<file path="config.mk">
export PLATFORM = sky130hd
export DESIGN_NAME = blit_inner
export DESIGN_NICKNAME = d
export VERILOG_FILES = /design/src/verilog/inner_pkg.sv /design/src/verilog/phase_if.sv /design/src/verilog/inner_cmd.sv /design/src/verilog/inner_seq.sv /design/src/verilog/read_track.sv /design/src/verilog/blit_inner.sv
export SDC_FILE = /design/constraint.sdc
export NUM_CORES = 1
export LEC_CHECK = 0
export BUFFER_PORTS_ARGS = -buffer_cell sky130_fd_sc_hd__buf_2
export CORE_MARGIN = 4
export CORE_UTILIZATION = 52
export CTS_BUF_LIST = sky130_fd_sc_hd__clkbuf_2
export DETAILED_ROUTE_END_ITERATION = 8
export PLACE_DENSITY = 0.88
export SLEW_MARGIN = 25
export SYNTH_ARGS = -nofsm -noshare
export SYNTH_HDL_FRONTEND = slang
export SYNTH_SLANG_ARGS = --single-unit
</file>
<file path="constraint.sdc">
create_clock -name sys_clk -period 2 [get_ports sys_clk]
set_input_delay 0.1 -clock sys_clk [delete_from_list [all_inputs] [get_ports sys_clk]]
set_output_delay 0.1 -clock sys_clk [all_outputs]
set_load 0.01 [all_outputs]
</file>
<file path="src/verilog/inner_pkg.sv">
// Phase encoding is fixed at 4 bits and the command word at 6 bits; COUNT_W_DEF is only a default
package inner_pkg;

	// Command field width and default inner count width
	localparam int CMD_W       = 6;
	localparam int COUNT_W_DEF = 16;

	// Sequencer phase, numbered in walk order so later phases compare greater
	typedef enum logic [3:0] {
		idle       = 4'd0,
		src_readx  = 4'd1,
		src_zreadx = 4'd2,
		src_read   = 4'd3,
		src_zread  = 4'd4,
		dst_read   = 4'd5,
		dst_zread  = 4'd6,
		dst_write  = 4'd7,
		dst_zwrite = 4'd8
	} phase_e;

	// Bit positions inside the host command word
	typedef enum logic [2:0] {
		src_en_bit  = 3'd0,
		src_zen_bit = 3'd1,
		src_xen_bit = 3'd2,
		dst_en_bit  = 3'd3,
		dst_zen_bit = 3'd4,
		dst_zwr_bit = 3'd5
	} cmd_bit_e;

	// Phase enables; first member is the MSB, so src_en lands on bit 0
	typedef struct packed {
		logic dst_zwr;
		logic dst_zen;
		logic dst_en;
		logic src_xen;
		logic src_zen;
		logic src_en;
	} cmd_t;

endpackage

</file>
<file path="src/verilog/phase_if.sv">
// Carries one phase per cycle; step, read_issue and write_issue are single-cycle levels
`timescale 1ns/1ps

interface phase_if import inner_pkg::*; ();

	// Phase the sequencer is in this cycle
	phase_e phase;
	// High in the last cycle of the current phase
	logic   step;
	// Step of a read phase, one read request to memory
	logic   read_issue;
	// Step of a write phase with writes allowed
	logic   write_issue;

	// Sequencer side
	modport seq (
		output phase,
		output step,
		output read_issue,
		output write_issue
	);

	// Read tracker side
	modport trk (
		input phase,
		input step,
		input read_issue,
		input write_issue
	);

	// Spare read-only view, e.g. for a monitor
	modport mon (input phase, input step, input read_issue, input write_issue);

endinterface

</file>
<file path="src/verilog/inner_cmd.sv">
// A count of zero runs one pixel; a count load in the same cycle as a decrement takes priority
`timescale 1ns/1ps

module inner_cmd import inner_pkg::*; #(
	parameter int COUNT_W = COUNT_W_DEF
) (
	input  logic               sys_clk,
	input  logic               resetl,
	input  logic               cmd_ld,
	input  cmd_t               cmd_din,
	input  logic               count_ld,
	input  logic [COUNT_W-1:0] count_din,
	input  logic               count_dec,
	output cmd_t               cmd,
	output logic               last_pixel
);

	// Raw command bits as written by the host
	logic [CMD_W-1:0]   cmd_r;
	// Pixels left in the inner loop
	logic [COUNT_W-1:0] count_r;

	// Command register, loaded on the host strobe
	always_ff @(posedge sys_clk) begin
		if (!resetl) begin
			cmd_r <= '0;
		end else if (cmd_ld) begin
			cmd_r <= cmd_din;
		end
	end

	// Split the word into named enables by bit position
	always_comb begin
		cmd.src_en  = cmd_r[src_en_bit];
		cmd.src_zen = cmd_r[src_zen_bit];
		cmd.src_xen = cmd_r[src_xen_bit];
		cmd.dst_en  = cmd_r[dst_en_bit];
		cmd.dst_zen = cmd_r[dst_zen_bit];
		cmd.dst_zwr = cmd_r[dst_zwr_bit];
	end

	// Inner pixel counter
	always_ff @(posedge sys_clk) begin
		if (!resetl) begin
			count_r <= '0;
		end else if (count_ld) begin
			count_r <= count_din;
		end else if (count_dec && (count_r != '0)) begin
			// Decrement at the end of each dst_write phase
			count_r <= count_r - 1'b1;
		end
	end

	// One pixel left before the dst_write step
	// Zero also counts as last so a zero count runs a single pixel
	assign last_pixel = (count_r <= COUNT_W'(1));

endmodule

</file>
<file path="src/verilog/inner_seq.sv">
// Waits on any unacknowledged read before leaving a phase; a command change mid-run is not supported
`timescale 1ns/1ps

module inner_seq import inner_pkg::*; (
	input  logic   sys_clk,
	input  logic   resetl,
	input  logic   in_start,
	input  logic   mem_ready,
	input  logic   no_write,
	input  logic   read_wait,
	input  cmd_t   cmd,
	input  logic   last_pixel,
	output logic   count_dec,
	output logic   in_done,
	phase_if.seq   seq
);

	// Current phase
	phase_e phase_r;
	// Phase taken at the next step
	phase_e phase_nxt;
	// Start seen while busy, held for the next idle
	logic   start_l;
	logic   is_idle;
	logic   step;
	// Last phase of a pixel, dst_write or dst_zwrite
	logic   pix_end;
	logic   is_read;
	logic   is_write;
	// Last-pixel flag held from the dst_write step for dst_zwrite
	logic   last_l;
	// The pixel that ends now is the final one
	logic   run_end;

	// Whether a phase is enabled by the command
	function automatic logic phase_en(input phase_e p, input cmd_t c);
		case (p)
			src_readx:  return c.src_xen;
			src_zreadx: return c.src_xen & c.src_zen;
			src_read:   return c.src_en;
			src_zread:  return c.src_en & c.src_zen;
			dst_read:   return c.dst_en;
			dst_zread:  return c.dst_zen;
			dst_write:  return 1'b1;
			dst_zwrite: return c.dst_zwr;
			default:    return 1'b0;
		endcase
	endfunction

	// First enabled phase at or after first in walk order
	function automatic phase_e first_from(input phase_e first, input cmd_t c);
		phase_e res;
		logic   found;
		phase_e cand;
		// dst_write is always enabled, so this default is only a fallback
		res   = dst_write;
		found = 1'b0;
		for (int i = 1; i <= 8; i++) begin
			cand = phase_e'(4'(i));
			if (!found && (i >= int'(first)) && phase_en(cand, c)) begin
				res   = cand;
				found = 1'b1;
			end
		end
		return res;
	endfunction

	assign is_idle = (phase_r == idle);

	// dst_write closes the pixel unless a Z write follows
	assign pix_end = ((phase_r == dst_write) && !cmd.dst_zwr) || (phase_r == dst_zwrite);

	// dst_zwrite comes after the decrement and uses the flag held from dst_write
	assign run_end = (phase_r == dst_zwrite) ? last_l : last_pixel;

	// All phases before dst_write are reads
	assign is_read  = !is_idle && (phase_r < dst_write);
	assign is_write = (phase_r == dst_write) || (phase_r == dst_zwrite);

	// Idle steps at once on a start; otherwise memory and read data gate the step
	always_comb begin
		if (is_idle) begin
			step = in_start | start_l;
		end else begin
			step = mem_ready & ~read_wait;
		end
	end

	// Next phase by the fixed walk order
	always_comb begin
		if (is_idle) begin
			phase_nxt = first_from(src_readx, cmd);
		end else if (pix_end) begin
			// New pixel restarts at src_read since the extra read runs only once
			phase_nxt = run_end ? idle : first_from(src_read, cmd);
		end else begin
			phase_nxt = first_from(phase_e'(phase_r + 4'd1), cmd);
		end
	end

	// Phase register
	always_ff @(posedge sys_clk) begin
		if (!resetl) begin
			phase_r <= idle;
		end else if (step) begin
			phase_r <= phase_nxt;
		end
	end

	// Hold the last-pixel flag across the count decrement
	always_ff @(posedge sys_clk) begin
		if (!resetl) begin
			last_l <= 1'b0;
		end else if (count_dec) begin
			last_l <= last_pixel;
		end
	end

	// Start latch
	// In idle the start is consumed by the step of that same cycle
	always_ff @(posedge sys_clk) begin
		if (!resetl) begin
			start_l <= 1'b0;
		end else if (is_idle) begin
			start_l <= 1'b0;
		end else if (in_start) begin
			start_l <= 1'b1;
		end
	end

	// Done pulse one cycle after the final write step
	always_ff @(posedge sys_clk) begin
		if (!resetl) begin
			in_done <= 1'b0;
		end else begin
			in_done <= step & pix_end & run_end;
		end
	end

	// Count one pixel per dst_write
	assign count_dec = step && (phase_r == dst_write);

	// Interface outputs
	assign seq.phase       = phase_r;
	assign seq.step        = step;
	assign seq.read_issue  = step & is_read;
	// no_write drops the request only and the walk still moves on
	assign seq.write_issue = step & is_write & ~no_write;

endmodule

</file>
<file path="src/verilog/read_track.sv">
// One acknowledge per cycle goes to the oldest pending read; reads return in issue order
`timescale 1ns/1ps

module read_track import inner_pkg::*; (
	input  logic sys_clk,
	input  logic resetl,
	input  logic read_ack,
	phase_if.trk trk,
	output logic read_wait,
	output logic src_data_read,
	output logic src_z_read,
	output logic dst_data_read,
	output logic dst_z_read
);

	// Read kinds, in phase order: 0 src data, 1 src Z, 2 dst data, 3 dst Z
	logic [3:0] pend;
	// Kind of the read issued this cycle
	logic [3:0] set;
	// Kind that takes this cycle's acknowledge
	logic [3:0] grant;

	// Decode the issued read; the extra reads share the src flags
	always_comb begin
		set = 4'b0000;
		if (trk.read_issue) begin
			case (trk.phase)
				src_readx, src_read:   set[0] = 1'b1;
				src_zreadx, src_zread: set[1] = 1'b1;
				dst_read:              set[2] = 1'b1;
				dst_zread:             set[3] = 1'b1;
				default:               set = 4'b0000;
			endcase
		end
	end

	// Oldest pending kind wins the acknowledge
	always_comb begin
		logic taken;
		taken = 1'b0;
		grant = 4'b0000;
		for (int i = 0; i < 4; i++) begin
			if (read_ack && pend[i] && !taken) begin
				grant[i] = 1'b1;
				taken    = 1'b1;
			end
		end
	end

	// Pending flags
	// A new read of the same kind re-arms the flag in the cycle the old one returns
	always_ff @(posedge sys_clk) begin
		if (!resetl) begin
			pend <= 4'b0000;
		end else begin
			pend <= set | (pend & ~grant);
		end
	end

	// Hold the sequencer while data is owed
	assign read_wait = (|pend) & ~read_ack;

	// Data strobes, valid in the acknowledge cycle
	assign src_data_read = grant[0];
	assign src_z_read    = grant[1];
	assign dst_data_read = grant[2];
	assign dst_z_read    = grant[3];

endmodule

</file>
<file path="src/verilog/blit_inner.sv">
// Blitter inner loop top; all logic on sys_clk, requests are combinational and need a same-cycle sample
`timescale 1ns/1ps

module blit_inner import inner_pkg::*; #(
	parameter int COUNT_W = COUNT_W_DEF
) (
	input  logic               sys_clk,
	input  logic               resetl,
	input  logic               cmd_ld,
	input  logic [CMD_W-1:0]   cmd_din,
	input  logic               count_ld,
	input  logic [COUNT_W-1:0] count_din,
	input  logic               in_start,
	input  logic               mem_ready,
	input  logic               read_ack,
	input  logic               no_write,
	output logic               read_req,
	output logic               write_req,
	output phase_e             phase,
	output logic               src_data_read,
	output logic               src_z_read,
	output logic               dst_data_read,
	output logic               dst_z_read,
	output logic               in_done
);

	// Registered enables and count state
	cmd_t cmd;
	logic last_pixel;
	logic count_dec;
	// Read tracker back-pressure to the sequencer
	logic read_wait;

	phase_if ph_if ();

	// Command and count registers
	inner_cmd #(
		.COUNT_W (COUNT_W)
	) cmd0 (
		.sys_clk    (sys_clk),
		.resetl     (resetl),
		.cmd_ld     (cmd_ld),
		.cmd_din    (cmd_t'(cmd_din)),
		.count_ld   (count_ld),
		.count_din  (count_din),
		.count_dec  (count_dec),
		.cmd        (cmd),
		.last_pixel (last_pixel)
	);

	// Phase sequencer
	inner_seq seq0 (
		.sys_clk    (sys_clk),
		.resetl     (resetl),
		.in_start   (in_start),
		.mem_ready  (mem_ready),
		.no_write   (no_write),
		.read_wait  (read_wait),
		.cmd        (cmd),
		.last_pixel (last_pixel),
		.count_dec  (count_dec),
		.in_done    (in_done),
		.seq        (ph_if.seq)
	);

	// Outstanding read tracking
	read_track trk0 (
		.sys_clk       (sys_clk),
		.resetl        (resetl),
		.read_ack      (read_ack),
		.trk           (ph_if.trk),
		.read_wait     (read_wait),
		.src_data_read (src_data_read),
		.src_z_read    (src_z_read),
		.dst_data_read (dst_data_read),
		.dst_z_read    (dst_z_read)
	);

	// Memory requests straight from the issue levels
	assign read_req  = ph_if.read_issue;
	assign write_req = ph_if.write_issue;
	assign phase     = ph_if.phase;

endmodule

</file>
==> results.txt, run 1 <==
* Headroom to the max-slew limit: 0.5478
- The routed design could run at a clock period as short as roughly 2200 ps.
* Worst reg2reg startpoint: seq0.seq.phase[0]
* Die Area: approximately 5300 µm²
* Critical path buffer and inverter count: 3
- The clock drives 33 sinks.
- Number of distinct standard cells referenced by the synthesized netlist: 59
* Fraction of layout instances using a drive strength above 1: 0.3683
- Wire length reported by the detailed router: 7222 µm
- Averaged over all synthesized cells, the footprint is around 8.4 µm².
* Post-CTS clock slew at the launch and capture registers of the worst setup and hold paths: about 190 ps
- TritonCTS buffer count: 5
- Port buffering added 40 buffers.
* FMAX: ~0.46 GHz
- After technology mapping, the gate count stands at approximately 260.
- Combined global-route utilization of all metal layers: 0.2496
* Power per cell area: 982.8 nW/µm²
* EDFF count, synth: 0
- Worst Setup Start Kind: register
- After layout, the design draws a total of ~3 mW.
* Flip-flop cell with the highest count after synthesis: dfxtp_1
- The critical path goes through inv_4 -> ha_4 -> or3b_4 -> o211ai_1 -> buf_4 -> nor3_4 -> buf_2.
- The repair_antennas step left the layout with diodes totalling 0.
- WP data arrival: between 2000 and 2500 ps
- The critical path ends at read_req.
- Summed over all nets, wire length on met3 after detailed routing comes to roughly 730 µm.
- Highest ir drop seen on vdd: 0.6091 mV
- Global placement routability congestion: 1.005
- Setup slack on the worst reg-to-reg path comes out at -80 ps.
- Sequential area share after synthesis: 0.3043
- Chip Height: slightly above 70 µm
* Final count of negative-setup-slack endpoints: 10
- Counting instances, the worst hold path has a depth of 3.
* Vias in the first global route: 2266
* Clock Skews: 15.55 ps
* Slowest cell on the critical path: dfxtp_4
- The number of cells on the worst reg-to-reg path is 9.
- Dividing the detail-routed wire length by the instance count gives 17.92 µm.
- The worst register-to-register path ends at seq0.seq.phase[0].
* Cell row count: 23
- DR vias/cell: about 6.3
- The count of nets left with antenna violations once routing finished came out at 0.
- Total congestion overflow after global routing: 0
- Status: finished with violations
* Share of Yosys cell area claimed by the top area cell type: 0.3043
- Design area: 3078 µm²
- Final hold analysis gives a worst-case slack of about 23 ps.
- Count of pins on the block boundary: slightly above 40
- Transition at the pin with the smallest max-transition slack: between 600 and 700 ps
- The final reports fail on setup timing.
- The first detailed-routing pass took 6 iterations.
- Leakage power: 1.289 nW
- DRC errors left: 0
* Synthesized area: ~2200 µm²
- Antenna violations before repair: 0
- The tree is rooted in a clkbuf_2.
- DP HPWL: 4064 µm
* Biggest area consumer among synthesized cells: dfxtp_1
- Type of the worst min-delay path: in -> reg
* Maximum number of pins on one net before global-route repair: 36
- Max Fanout on Critical Path: 5
- Initial drt markers: a little under 300
- After synthesis the netlist holds a flip-flop and latch count of 33.
* Yosys synthesis warning count: 0
- The critical path starts at seq0.seq.phase[0].
- Largest delay share family, worst path: buffers and inverters
- Prior to clock tree synthesis, the placed netlist has a worst setup slack of -39.73 ps.
- Dividing the final minimum period by the clock period gives 1.080.
- In the final timing run, aggregate negative setup slack is -616.0 ps.
* Clock latency on the worst-skew pair: around 400 ps
- Net count after synthesis: 294
* Growth of design area from synthesis to finish: 41.79%
* Required time at the worst-slack endpoint: 1900 ps
* Maximum cell stage delay along the critical path: 400 ps
- After detailed placement, the total cell area comes to around 2600 µm².
- TritonCTS built the clock tree.
- The critical path crosses 7 cells after its start point.
- Final hold vios: 0
- Measured along the x axis, the die boundary spans just over 70 µm.
- Buffer depth of the longest clock path: 2
- In the post-route analysis, the smallest setup slack over all paths is -160.9 ps.
- WL met1: about 2700 µm
- Area of the placeable core: 4029 µm²
- Instance count after placement with tap cells included: ~360
- Non-Filler Instances: about 400
- Biggest area contributors in the synthesized netlist: dfxtp_1 (30%), o21ai_0 (6.2%), xnor2_1 (4.4%), ha_1 (4.0%), a21oi_1 (3.7%)
- Effective utilization at floorplan: 0.5388
- Number of max-slew violations in the final report: 0
* Via count: between 2000 and 3000
* Max H-tree Level: 2
- Setup repair after global routing could not meet its margin everywhere.
- The detailed router used layers up to and including met4.
- Once layout is complete, the utilization of the core stands at 0.7640.
* Async S/R FF share, synth: 0
- In the final design database the tool counted slightly below 400 nets.
- The first global-routing pass estimated ~10000 µm of wire.
* Routed length on met2: roughly 3300 µm
- The critical path is of the reg -> out type.
* Number of maximum-capacitance violations: 0
* Kind of capture point of the worst setup path: output port
## cells in the mapped netlist (all sizes together) (2+ instances only)
master / instances
a2111oi: 2
a211o: 2
a211oi: 2
a21boi: 5
a21oi: 16
a31oi: 4
and2: 9
and3: 3
and4b: 2
buf: 3
clkbuf: 7
dfxtp: 33
ha: 7
inv: 8
mux2i: 7
nand2: 20
nand2b: 3
nand3: 6
nand4: 2
nor2: 15
nor2b: 12
nor3: 9
nor3b: 3
nor4: 5
o211a: 2
o211ai: 2
o21a: 2
o21ai: 27
o21ba: 3
o22ai: 3
xnor2: 11
xor2: 4
## layout by cell type, fill, tap and decap left out, types with 4 or more instances in the layout
cell | Yosys | final
a21oi_1 | 16 | 15
and2_1 | 8 | 7
buf_2 | 3 | 40
buf_4 | 0 | 40
clkbuf_2 | 0 | 6
dfxtp_1 | 33 | 29
dlygate4sd3_1 | 0 | 17
ha_1 | 7 | 5
inv_1 | 8 | 6
mux2i_1 | 7 | 7
nand2_1 | 20 | 20
nand3_1 | 5 | 5
nor2_1 | 15 | 15
nor2b_1 | 12 | 11
nor3_2 | 2 | 5
nor4_4 | 3 | 4
o21ai_0 | 27 | 26
xnor2_1 | 11 | 11
xor2_1 | 4 | 4
## routing by layer
| metal | global-route usage | up-vias |
|---|---|---|
| met5 | 0 | - |
| li1 | - | 1129 |
| met2 | 0.3998 | 193 |
| met3 | 0.05923 | 68 |
| met1 | 0.3189 | 1130 |
| met4 | 0.1086 | 0 |
## power breakdown
group	switching (mW)	total (mW)	internal, mW
Sequential	0.110	0.859	0.749
Combinational	0.836	1.71	0.870
Clock	0.246	0.460	0.213
Total	1.19	3.03	1.83
## registers in the layout, indices dropped and copies added, names as in the netlist
signal,cells
trk0.pend,4
seq0.last_l,1
cmd0.cmd,6
cmd0.count_r,16
seq0.start_l,1
seq0.seq.phase,4
seq0.in_done,1
## how the worst min path moves through the flow
| stage | start | to | slack [ps] |
|---|---|---|---|
| 6_report | count_din[5] | cmd0.count_r[5] | 20 |
| 2_1_floorplan | count_ld | cmd0.count_r[1] | 230 |
| 5_1_grt | count_din[9] | cmd0.count_r[9] | 30 |
| 3_3_place_gp | count_din[1] | cmd0.count_r[1] | 340 |
| 3_5_place_dp | cmd_din[4] | cmd0.cmd[4] | 370 |
| 4_1_cts | count_din[5] | cmd0.count_r[5] | 10 |
## final cells by class
class	count	area (µm²)
Multi-Input combinational cell	206	1564
Fill cell	259	950.9
Timing Repair Buffer	98	681.9
Sequential cell	33	670.6
Tap cell	50	62.56
Inverter	8	35.03
Clock inverter	2	33.78
Clock buffer	6	30.03
## worst min-delay path: stages
cell and delay [ps]:
buf_2 80, o21ai_0 70, a21oi_1 130
## repair_timing
item                                   4_1_cts  5_1_grt
gates resized for setup                     20       11
cloned                                       0        0
hold buffers                                17        0
pin swaps                                    6       11
setup endpoints to repair                    4       22
buffers inserted                             7        9
endpoints found under the hold margin       17        0
## logic make-up (layout without fill, tap and decap cells)
family	count (synthesis)	after routing	share of synthesized area
compound gates	80	80	0.2519
simple gates	96	96	0.2726
mux	8	8	0.03746
xor+xnor	15	15	0.06052
buf+inv	18	114	0.03285
fa+ha+maj	7	7	0.04034
flops	33	33	0.3043
Note: power is estimated with default switching activity, not from simulation.
==> inputs of run 2 (changes only) <==
Settings changed: PLACE_DENSITY 0.88 to 0.87, SYNTH_HIERARCHICAL from default to 1.
==> run 2 against run 1 <==
Net effect:
- the run still ends with setup timing left
- clock-buffer cell count increased by 1
- maximum frequency decreased by 13%
- sequential cell count unchanged
- final area increased by 7.7%
- global-route usage increased by 5.5 points
- largest power group unchanged
==> results.txt, run 2 <==
* Wire length reported by the detailed router: around 8500 µm
- Clk sink count: 33
* Fillers: between 200 and 300
- Synthesized area: around 2300 µm²
- Global routing finished with a remaining overflow of 0.
- Final hold vios: 0
* Violations in the final reports: setup timing
- The flow ran to the end, but the final reports show violations.
* Max H-tree Level: 2
* N_diodes: 0
- Global placement routability congestion: roughly 0.9
* Share of Yosys cell area claimed by the top area cell type: 0.2862
- The top cell types in the final layout, fill and taps aside, are buf_4 (55), buf_2 (40), dfxtp_1 (30), o21ai_0 (18), nand2_1 (17).
* Power per cell area: approximately 830 nW/µm²
- After synthesis, the netlist uses 61 different library cells.
- The die covers about 5600 µm².
- Most frequent cell after synthesis: dfxtp_1
- Final count of negative-setup-slack endpoints: 25
* Time the final worst path needs with I/O delays and setup: roughly 2500 ps
* Unrepaired setup endpoints after global routing: true
* Top reg by flops: cmd0/count_r
- For met1 alone, demand over resource in global routing was 0.3827.
* Antenna violations before repair: 0
- Across every metal layer, demand over resource in global routing totals 0.3045.
* Total negative setup slack: -7025 ps
- The initial utilization of the core area, before any placement, comes to 0.5571.
- Chip Height: between 70 and 80 µm
* Met3 capacity usage during global routing: 0.06809
- Max Fanout on Critical Path: 5
- Of the synthesized area, sequential elements account for 0.2862.
- Total power of the final layout: around 2.8 mW
* Global-route wire length before repair: between 10000 and 15000 µm
* Final period utilization: 1.239
* Flip-flop cell with the highest count after synthesis: dfxtp_1
- Before antenna repair, the detailed router went through 7 iterations.
* Critical path buffer and inverter count: 1
* DP HPWL: roughly 4800 µm
* Clock Root Buffer: clkbuf_2
* Initial drt markers: 380
- Synthesis produced a netlist whose cell count is ~280.
- EDFF count, synth: 0
- Kind of capture point of the worst setup path: register
- In the routed design, unresolved DRC markers number 0.
- For the worst setup path, the data required time is between 2000 and 2500 ps.
- The setup path with the least slack is of type reg -> reg.
- Across the routed clock network, the largest skew measured is about 29 ps.
* Global routing usage on met2: 0.4966
* Yosys synthesis warning count: 6
* Routed length per placed instance: 19.67 µm
- Fraction of layout instances using a drive strength above 1: 0.3995
- Prior to clock tree synthesis, the placed netlist has a worst setup slack of -470.4 ps.
- The register with the most flip-flops in the layout has 16 of them.
- Async S/R FF share, synth: 0
- Of all cell types, the one taking the most synthesized area is dfxtp_1.
- Post-route worst hold slack: about 4.5 ps
- DR vias/cell: approximately 6.6
- Buffer depth of the longest clock path: 2
- By area the synthesized netlist is led by dfxtp_1 (29%), o21ai_0 (4.1%), a21oi_1 (3.7%), ha_1 (3.3%), nor2b_1 (3.3%).
- Detailed routing inserted a total of approximately 2900 vias.
- In this run the static leakage power is about 1.4 nW.
* Worst Setup Start Kind: register
- Number of maximum-capacitance violations: 0
- Traced cell by cell, the critical path runs through inv_4 -> ha_4 -> or3b_4 -> mux2i_4 -> nor2_4 -> or4bb_4 -> o41ai_1 -> a31oi_1.
* Top cells by instance count after synthesis: dfxtp_1 (33), o21ai_0 (19), a21oi_1 (17), nand2_1 (17), nor2_1 (17)
- Maximum number of pins on one net before global-route repair: 25
- Clock tree from TritonCTS: yes
* WP data arrival: about 2700 ps
- Number of max-slew violations in the final report: 0
- Pin placement for this block handled around 40 I/O pins.
- The die is 74.63 µm wide.
- At the pin with the least slew margin, the transition time is just over 600 ps.
* Headroom to the max-slew limit: 0.5929
- Register bit count reported by yosys: 33
- Net count after synthesis: 315
- Layer carrying the most global-route usage: met2
- The slowest stage of the critical path belongs to the cell or4bb_4.
- Timing would allow up to roughly 0.40 GHz.
* Synthesized area per cell: between 8 and 9 µm²
* Post-route antenna net violation count: 0
- In this run the register-to-register setup slack is -480 ps.
- Highest ir drop seen on vdd: between 0.5 and 0.6 mV
* Cell row count: 23
* Post-CTS clock slew at the launch and capture registers of the worst setup and hold paths: 190 ps
* Type of the worst min-delay path: in -> reg
* # nets final: 418
- Clock latency on the worst-skew pair: around 400 ps
- The number of global-route vias before repair was roughly 2700.
* Growth of design area from synthesis to finish: 43.63%
- In this design, the stage delay of the slowest critical-path cell is between 500 and 600 ps.
- Worst path setup slack after routing: -477.7 ps
- Number of I/O port buffers: 40
* TritonCTS buffer count: 5
* Leading cell type in the layout, fill and taps excluded: buf_4
- Area of the placeable core: 4144 µm²
* Largest delay share family, worst path: simple AND/OR/NAND/NOR gates
[run 2: area by class of cell]
type                       instances  area [µm²]  area share
sequential                        33       669.4      0.2019
tap                               50       62.56     0.01887
clock buffer                       7       35.03     0.01057
multi-input combinational        223        1738      0.5242
clock inverter                     1       6.256    0.001887
inverter                           9       38.79     0.01170
timing repair buffer             110       765.7      0.2309
[run 2: worst min-delay path: stages]
cell	delay (ps)
buf_2	70
o21ai_0	70
a31oi_1	130
[run 2: path summary, 6_finish.rpt]
check,start,end,depth (start not counted)
worst max-delay path,seq0/seq.phase[0],cmd0/count_r[10],8
worst min-delay path,count_din[14],cmd0/count_r[14],3
worst max register to register,seq0/seq.phase[0],cmd0/count_r[10],8
worst min register to register,trk0/pend[3],trk0/pend[3],2
[run 2: per-stage QoR]
| step | area [µm²] | utilization | cells |
|---|---|---|---|
| 6_report | 3316 | 0.8001 | 433 |
| 5_1_grt | 3316 | 0.8001 | 433 |
| 3_3_place_gp | 2910 | 0.7023 | 400 |
| 2_1_floorplan | 2381 | - | 279 |
| 3_5_place_dp | 2910 | 0.7023 | 400 |
| 4_1_cts | 3193 | 0.7705 | 426 |
[run 2: what timing repair did]
| action | 4_1_cts | 5_1_grt |
|---|---|---|
| endpoints found under the setup margin | 23 | 25 |
| resized for setup | 15 | 13 |
| buffers inserted | 5 | 7 |
| pin swaps | 10 | 11 |
| endpoints found under the hold margin | 13 | 0 |
| hold buffers | 13 | 0 |
[run 2: cell families after synthesis]
family | Yosys count | share of synthesized area
buffers and inverters | 23 | 0.04552
adder cells (fa/ha/maj) | 6 | 0.03252
multiplexers | 8 | 0.04011
AO/OA/AOI/OAI | 83 | 0.2482
XOR/XNOR | 5 | 0.01897
flip-flops | 33 | 0.2862
AND/OR/NAND/NOR | 121 | 0.3285
[run 2: routing by layer]
layer	wire length, µm	vias to the layer above
li1	-	1275
met1	3254	1319
met2	3975	224
met3	959	49
met4	325	0
met5	0	-
[run 2: power breakdown]
group	total [mW]	switching (mW)	internal, mW
clock network	0.338	0.239	0.0984
logic	1.61	0.860	0.749
registers	0.821	0.0723	0.748
